===== src/lsu_pkg.sv =====
`default_nettype none

package lsu_pkg;

    // int8 result rows from the matrix unit
    localparam int ELEM_W     = 8;
    localparam int ROW_ELEMS  = 16;
    localparam int ROW_W      = ELEM_W * ROW_ELEMS;
    localparam int NUM_ROWS   = 16;
    localparam int ROW_IDX_W  = 4;

    // scratchpad geometry, one row per word
    localparam int RAM_DEPTH  = 256;
    localparam int RAM_ADDR_W = 8;

    // instruction fields
    localparam int BYTE_ADDR_W = 12;
    localparam int COUNT_W     = 8;
    // element count runs 1..16, so one extra bit
    localparam int ELEM_CNT_W  = 5;

    typedef logic [ROW_W-1:0] row_t;

    // element 0 of a row sits in the low byte
    typedef row_t [NUM_ROWS-1:0] row_bank_t;

    typedef enum logic [1:0] {
        OP_ST_IRAM   = 2'd0,
        OP_ST_WRAM   = 2'd1,
        OP_FEED_IRAM = 2'd2,
        OP_FEED_WRAM = 2'd3
    } lsu_op_e;

    typedef enum logic [1:0] {
        ST_IDLE     = 2'd0,
        ST_STORE    = 2'd1,
        ST_FEED_RD  = 2'd2,
        ST_FEED_OUT = 2'd3
    } ctrl_state_e;

endpackage

`default_nettype wire

===== src/sram_if.sv =====
`timescale 1ns/1ns
`default_nettype none

// one single-port scratchpad port
interface sram_if;

    logic                            ce;
    logic                            we;
    logic [lsu_pkg::RAM_ADDR_W-1:0]  addr;
    lsu_pkg::row_t                   din;
    lsu_pkg::row_t                   dout;

    // control side, write data is hooked up separately at the top
    modport master (
        output ce,
        output we,
        output addr,
        input  dout
    );

    modport memory (
        input  ce,
        input  we,
        input  addr,
        input  din,
        output dout
    );

endinterface

`default_nettype wire


===== src/lsu_ctrl.sv =====
`timescale 1ns/1ns
`default_nettype none

module lsu_ctrl (
    input  logic                             clk,
    input  logic                             rst_n,
    input  logic                             instr_vld,
    output logic                             instr_rdy,
    input  lsu_pkg::lsu_op_e                 op,
    input  logic [3:0]                       start_x,
    input  logic [lsu_pkg::ROW_IDX_W-1:0]    start_y,
    input  logic [lsu_pkg::ELEM_CNT_W-1:0]   elem_cnt,
    input  logic [lsu_pkg::BYTE_ADDR_W-1:0]  byte_addr,
    input  logic [lsu_pkg::COUNT_W-1:0]      count,
    input  logic                             mxu_data_rdy,
    output logic [lsu_pkg::ROW_IDX_W-1:0]    row_sel,
    output logic [3:0]                       win_start,
    output logic [lsu_pkg::ELEM_CNT_W-1:0]   win_cnt,
    sram_if.master                           iram_port,
    sram_if.master                           wram_port,
    output logic                             feed_vld,
    input  logic                             feed_rdy,
    output lsu_pkg::row_t                    feed_data
);

    lsu_pkg::ctrl_state_e            state;
    lsu_pkg::lsu_op_e                op_q;
    logic [lsu_pkg::RAM_ADDR_W-1:0]  addr_cnt;
    logic [lsu_pkg::COUNT_W-1:0]     remain;
    logic                            rd_issued;
    logic                            accept;
    logic                            to_wram;
    logic                            store_wr;
    logic                            feed_rd;
    logic                            last_word;
    logic                            port_ce;

    assign instr_rdy = (state == lsu_pkg::ST_IDLE);
    assign accept    = instr_vld & instr_rdy;
    assign to_wram   = (op_q == lsu_pkg::OP_ST_WRAM) || (op_q == lsu_pkg::OP_FEED_WRAM);

    // one store write per cycle the result bank is ready
    assign store_wr  = (state == lsu_pkg::ST_STORE) & mxu_data_rdy;
    // read goes out in the first cycle of ST_FEED_RD only
    assign feed_rd   = (state == lsu_pkg::ST_FEED_RD) & ~rd_issued;
    assign last_word = (remain == 'd1);
    assign port_ce   = store_wr | feed_rd;

    // only the scratchpad named by the opcode sees ce and we
    assign iram_port.ce   = port_ce & ~to_wram;
    assign iram_port.we   = store_wr & ~to_wram;
    assign iram_port.addr = addr_cnt;
    assign wram_port.ce   = port_ce & to_wram;
    assign wram_port.we   = store_wr & to_wram;
    assign wram_port.addr = addr_cnt;

    assign feed_vld = (state == lsu_pkg::ST_FEED_OUT);

    always_ff @(posedge clk or negedge rst_n) begin
        if (!rst_n) begin
            state     <= lsu_pkg::ST_IDLE;
            op_q      <= lsu_pkg::OP_ST_IRAM;
            row_sel   <= '0;
            addr_cnt  <= '0;
            remain    <= '0;
            win_start <= '0;
            win_cnt   <= '0;
            rd_issued <= 1'b0;
        end else begin
            case (state)
                lsu_pkg::ST_IDLE: begin
                    if (accept) begin
                        op_q      <= op;
                        win_start <= start_x;
                        win_cnt   <= elem_cnt;
                        row_sel   <= start_y;
                        // word address is the upper part of the byte address
                        addr_cnt  <= byte_addr[lsu_pkg::BYTE_ADDR_W-1 -: lsu_pkg::RAM_ADDR_W];
                        remain    <= count;
                        rd_issued <= 1'b0;
                        if (op inside {lsu_pkg::OP_ST_IRAM, lsu_pkg::OP_ST_WRAM}) begin
                            state <= lsu_pkg::ST_STORE;
                        end else begin
                            state <= lsu_pkg::ST_FEED_RD;
                        end
                    end
                end
                lsu_pkg::ST_STORE: begin
                    if (mxu_data_rdy) begin
                        // both counters wrap by width
                        row_sel  <= row_sel + 1'b1;
                        addr_cnt <= addr_cnt + 1'b1;
                        remain   <= remain - 1'b1;
                        if (last_word) begin
                            state <= lsu_pkg::ST_IDLE;
                        end
                    end
                end
                lsu_pkg::ST_FEED_RD: begin
                    if (!rd_issued) begin
                        rd_issued <= 1'b1;
                    end else begin
                        // dout is valid now and lands in feed_data this edge
                        rd_issued <= 1'b0;
                        addr_cnt  <= addr_cnt + 1'b1;
                        state     <= lsu_pkg::ST_FEED_OUT;
                    end
                end
                lsu_pkg::ST_FEED_OUT: begin
                    if (feed_rdy) begin
                        remain <= remain - 1'b1;
                        if (last_word) begin
                            state <= lsu_pkg::ST_IDLE;
                        end else begin
                            state <= lsu_pkg::ST_FEED_RD;
                        end
                    end
                end
                default: state <= lsu_pkg::ST_IDLE;
            endcase
        end
    end

    // feed output register, held while the matrix unit stalls
    always_ff @(posedge clk) begin
        if ((state == lsu_pkg::ST_FEED_RD) && rd_issued) begin
            feed_data <= to_wram ? wram_port.dout : iram_port.dout;
        end
    end

endmodule

`default_nettype wire


===== src/flat_wrapper.sv =====
// flat-port wrapper written by rule: the top's interface ports become plain ports
module lsu_ctrl_flat 
  (clk, rst_n, instr_vld, instr_rdy, op, start_x, start_y, elem_cnt, byte_addr, count, mxu_data_rdy, row_sel, win_start, win_cnt, feed_vld, feed_rdy, feed_data, iram_port_ce, iram_port_we, iram_port_addr, iram_port_dout, wram_port_ce, wram_port_we, wram_port_addr, wram_port_dout);
  sram_if iram_port_i ();
  sram_if wram_port_i ();
  input  logic clk;
  input  logic rst_n;
  input  logic instr_vld;
  output logic instr_rdy;
  input  lsu_pkg::lsu_op_e op;
  input  logic [3:0] start_x;
  input  logic [lsu_pkg::ROW_IDX_W-1:0] start_y;
  input  logic [lsu_pkg::ELEM_CNT_W-1:0] elem_cnt;
  input  logic [lsu_pkg::BYTE_ADDR_W-1:0] byte_addr;
  input  logic [lsu_pkg::COUNT_W-1:0] count;
  input  logic mxu_data_rdy;
  output logic [lsu_pkg::ROW_IDX_W-1:0] row_sel;
  output logic [3:0] win_start;
  output logic [lsu_pkg::ELEM_CNT_W-1:0] win_cnt;
  output logic feed_vld;
  input  logic feed_rdy;
  output lsu_pkg::row_t feed_data;
  output wire logic [$bits(iram_port_i.ce)-1:0] iram_port_ce;
  output wire logic [$bits(iram_port_i.we)-1:0] iram_port_we;
  output wire logic [$bits(iram_port_i.addr)-1:0] iram_port_addr;
  input wire logic [$bits(iram_port_i.dout)-1:0] iram_port_dout;
  output wire logic [$bits(wram_port_i.ce)-1:0] wram_port_ce;
  output wire logic [$bits(wram_port_i.we)-1:0] wram_port_we;
  output wire logic [$bits(wram_port_i.addr)-1:0] wram_port_addr;
  input wire logic [$bits(wram_port_i.dout)-1:0] wram_port_dout;
  assign iram_port_ce = iram_port_i.ce;
  assign iram_port_we = iram_port_i.we;
  assign iram_port_addr = iram_port_i.addr;
  assign iram_port_i.dout = iram_port_dout;
  assign wram_port_ce = wram_port_i.ce;
  assign wram_port_we = wram_port_i.we;
  assign wram_port_addr = wram_port_i.addr;
  assign wram_port_i.dout = wram_port_dout;
  lsu_ctrl u_core (.clk(clk), .rst_n(rst_n), .instr_vld(instr_vld), .instr_rdy(instr_rdy), .op(op), .start_x(start_x), .start_y(start_y), .elem_cnt(elem_cnt), .byte_addr(byte_addr), .count(count), .mxu_data_rdy(mxu_data_rdy), .row_sel(row_sel), .win_start(win_start), .win_cnt(win_cnt), .iram_port(iram_port_i), .wram_port(wram_port_i), .feed_vld(feed_vld), .feed_rdy(feed_rdy), .feed_data(feed_data));
endmodule

===== config.mk =====
export PLATFORM = sky130hd
export DESIGN_NAME = lsu_ctrl_flat
export DESIGN_NICKNAME = d
export VERILOG_FILES = /design/src/lsu_pkg.sv /design/src/sram_if.sv /design/src/lsu_ctrl.sv /design/src/flat_wrapper.sv
export SDC_FILE = /design/constraint.sdc
export NUM_CORES = 1
export LEC_CHECK = 0
export ABC_AREA = 1
export BUFFER_PORTS_ARGS = -buffer_cell sky130_fd_sc_hd__buf_4
export CORE_AREA = 2 2 179 181
export CTS_CLUSTER_SIZE = 40
export DETAILED_ROUTE_END_ITERATION = 16
export DIE_AREA = 0 0 181 183
export PLACE_DENSITY = 0.56
export SETUP_SLACK_MARGIN = 0.3
export SLEW_MARGIN = 20
export SYNTH_ARGS = -nofsm -noshare
export SYNTH_HDL_FRONTEND = slang
export SYNTH_SLANG_ARGS = --single-unit

===== constraint.sdc =====
create_clock -name clk -period 8.01 [get_ports clk]
set_input_delay 0.801 -clock clk [delete_from_list [all_inputs] [get_ports clk]]
set_output_delay 0.801 -clock clk [all_outputs]
set_load 0.01 [all_outputs]

==> impl_metrics.json <==
{
  "status": "complete, no violations",
  "totalWireLength_um": 28300,
  "cp_slowest_cell": "dfrtp_4",
  "p_sw_share_pct": 39.1,
  "end_kind": "primary output",
  "syn2layout_area_growth_pct": 55.0,
  "slowest_delay_ns": 0.90,
  "antenna_left": 0,
  "switching_power_w": 0.00150,
  "final.setup_skew_ns": 0.00962,
  "critPathMaxFanout": 74,
  "synth_area_sq_um": 7700,
  "rsz0062_at_grt": "no",
  "power_frac_clock_pct": 20.6,
  "ys_seq_area_share_pct": 60.7,
  "post_cts_resize_count": 0,
  "hold_buffers": 0,
  "period_needed_ns": 3.16,
  "clk_pin_slew_ns": 0.07,
  "dieArea_sq_um": 33100,
  "setup_tns_ns": 0,
  "p_int_w": 0.00234,
  "numPortBuffers": 454,
  "coreArea_sq_um": 31200,
  "critPathKind": "reg -> out",
  "cts_root_buf": "clkbuf_16",
  "avgViaCountPerCell": 4.23,
  "r2r_end": "u_core.feed_data[124]",
  "clk_latency_ns": 0.43,
  "power_frac_seq_pct": 36.9,
  "cts.sinks": 161,
  "die_w_um": 181,
  "cp_cell_sequence": "inv_4 > a21oi_1 > buf_4",
  "power_density_nw_per_um2": 322,
  "dp.cells": 1645,
  "grt_pass1_wl_um": 41300,
  "track_usage_pct": 16.7,
  "io_pins": 459,
  "gp_congestion": 0.835,
  "leakage_nw": 5.92,
  "finalSetupViolCount": 0,
  "finalNetCount": 1569,
  "drive_above_1_share_pct": 41.1,
  "startpoint_type": "flip-flop",
  "cap_violations": 0,
  "drv_slew": 0,
  "worstHoldPathType": "in -> async",
  "post-route-period-util_pct": 39.4,
  "dp_hpwl_um": 21700,
  "numCtsBuffers": 17,
  "fmax_mhz": 317,
  "clockBufferDepth": 2,
  "first_iter_violations": 317,
  "synthCells": 829,
  "r2r_start": "u_core.state[0]",
  "worst_pin_slew_ns": 0.952,
  "vdd_drop_max_mv": 0.304,
  "grt_overflow": 0,
  "drc_errors": 0,
  "via_count": 7095,
  "arrival_ns": 2.36,
  "num_rows": 65,
  "h-tree-depth": 4,
  "drt_pass1_iterations": 4,
  "yosysUniqueCellTypes": 37,
  "hold_viol_final": 0,
  "grt_max_degree": 75,
  "post_cts_buffers": 0,
  "reg2reg_depth": 5,
  "yosysWarnings": 0,
  "synth-seq-cells": 161,
  "grt_antenna_before_repair": 5,
  "stdcell_count": 1679,
  "power_frac_comb_pct": 42.5,
  "routedWlPerCell_um": 16.9,
  "die_h_um": 183,
  "regToRegSetupSlack_ns": 5.21,
  "synth_fp_nets": 1136,
  "slew_headroom_pct": 36.5,
  "cts_tree": "yes",
  "grt_pass1_vias": 7093,
  "synth.avg_cell_area_sq_um": 9.29,
  "required_ns": 7.21,
  "initial_utilization_pct": 24.6
}
through the flow:
stage	util (%)	instance area, sq um	worst slack (ns)	hold slack, ns	power (W)
final	38.2	11900	4.85	0.323	0.00384
after global routing	38.2	11900	4.64	0.330	0.00412
after CTS	38.2	11900	4.76	0.317	0.00390
after detailed placement	36.5	11400	5.20	0.464	0.00310
after global placement	36.5	11400	5.20	0.461	0.00307
after floorplan	-	7700	4.17	0.441	0.00245
worst max-delay path, delay by kind of cell, from the launching register on:
kind | cells | cell delay (ns)
buffers and inverters | 2 | 0.66
flip-flops | 1 | 0.90
AO/OA/AOI/OAI | 1 | 0.29
routing by layer:
layer | part of all wire (%) | GRT usage, % | vias up
met2 | 50 | 29.6 | 319
met5 | 0.16 | 0 | -
met3 | 8.4 | 4.71 | 37
met4 | 2.1 | 6.24 | 6
met1 | 39 | 19.1 | 3219
li1 | - | - | 3514
cells by family (layout without fill, tap and decap cells):
logic type / count (synthesis) / after routing / synth area share (%)
flops: 161 / 161 / 60.7
compound gates: 37 / 37 / 2.88
simple gates: 531 / 531 / 27.7
xor+xnor: 2 / 2 / 0.228
other cells: 0 / 2 / 0
buf+inv: 78 / 524 / 5.06
mux: 9 / 9 / 1.66
fa+ha+maj: 11 / 11 / 1.79
cell usage after synthesis (all sizes together):
library cell  count  area share [%]
a21boi            1            0.15
buf              36             3.0
o22ai             1           0.081
edfxtp          128              50
a21oi             9            0.78
nand4             2            0.16
nand2           475              24
inv              35             1.7
mux2              9             1.7
xnor2             2            0.23
clkbuf            7            0.34
ha               11             1.8
o211ai            1           0.098
nor2             31             2.0
a31oi             1            0.16
o21ai            24             1.6
nand3b            1            0.15
dfrtp            33              11
nand3            19             1.3
nor3              1           0.065
or2               2            0.16
worst max path at each step:
stage	start	end	slack (ns)	cells after the start
after floorplan	u_core.state[0]	u_core.feed_data[0]	4.17	4
after global placement	u_core.state[0]	u_core.feed_data[124]	5.20	5
after detailed placement	u_core.state[0]	u_core.feed_data[2]	5.20	5
after CTS	u_core.op_q[0]	wram_port_ce	4.76	3
after global routing	u_core.op_q[0]	wram_port_ce	4.64	3
final	u_core.op_q[0]	wram_port_ce	4.85	3
sequential cells by signal, summed over array words and instances, names as in the netlist:
register / cells
u_core.feed_data: 128
u_core.iram_port.addr: 8
u_core.remain: 8
u_core.win_cnt: 5
u_core.row_sel: 4
u_core.win_start: 4
u_core.state: 2
u_core.op_q: 1
u_core.rd_issued: 1
layout by cell type (no fill, tap or decap), types with 7 or more instances in the layout:
master / synthesis / layout
o21ai_0: 14 / 14
mux2_4: 7 / 7
inv_1: 28 / 27
o21ai_1: 9 / 9
nor2_1: 26 / 26
clkbuf_16: 0 / 17
edfxtp_1: 128 / 128
nand3_1: 18 / 18
buf_4: 9 / 457
nand2_1: 469 / 469
ha_1: 11 / 11
dfrtp_1: 33 / 32
power by group through the flow:
stage	registers [W]	clock network [W]	logic [W]
2_1_floorplan	0.00145	0	0.000999
3_3_place_gp	0.00143	0	0.00164
3_5_place_dp	0.00144	0	0.00166
4_1_cts	0.00142	0.000817	0.00166
5_1_grt	0.00145	0.000840	0.00183
6_report	0.00142	0.000790	0.00163
area by class of cell:
class | instances | area (sq um)
antenna | 2 | 5.00
clock buffer | 22 | 454
clock inverter | 10 | 87.6
fill | 3172 | 19300
inverter | 35 | 139
multi-input combinational | 590 | 2640
sequential | 161 | 4670
tap | 402 | 503
timing repair buffer | 457 | 3430
Power figures use the tool's default switching activity.
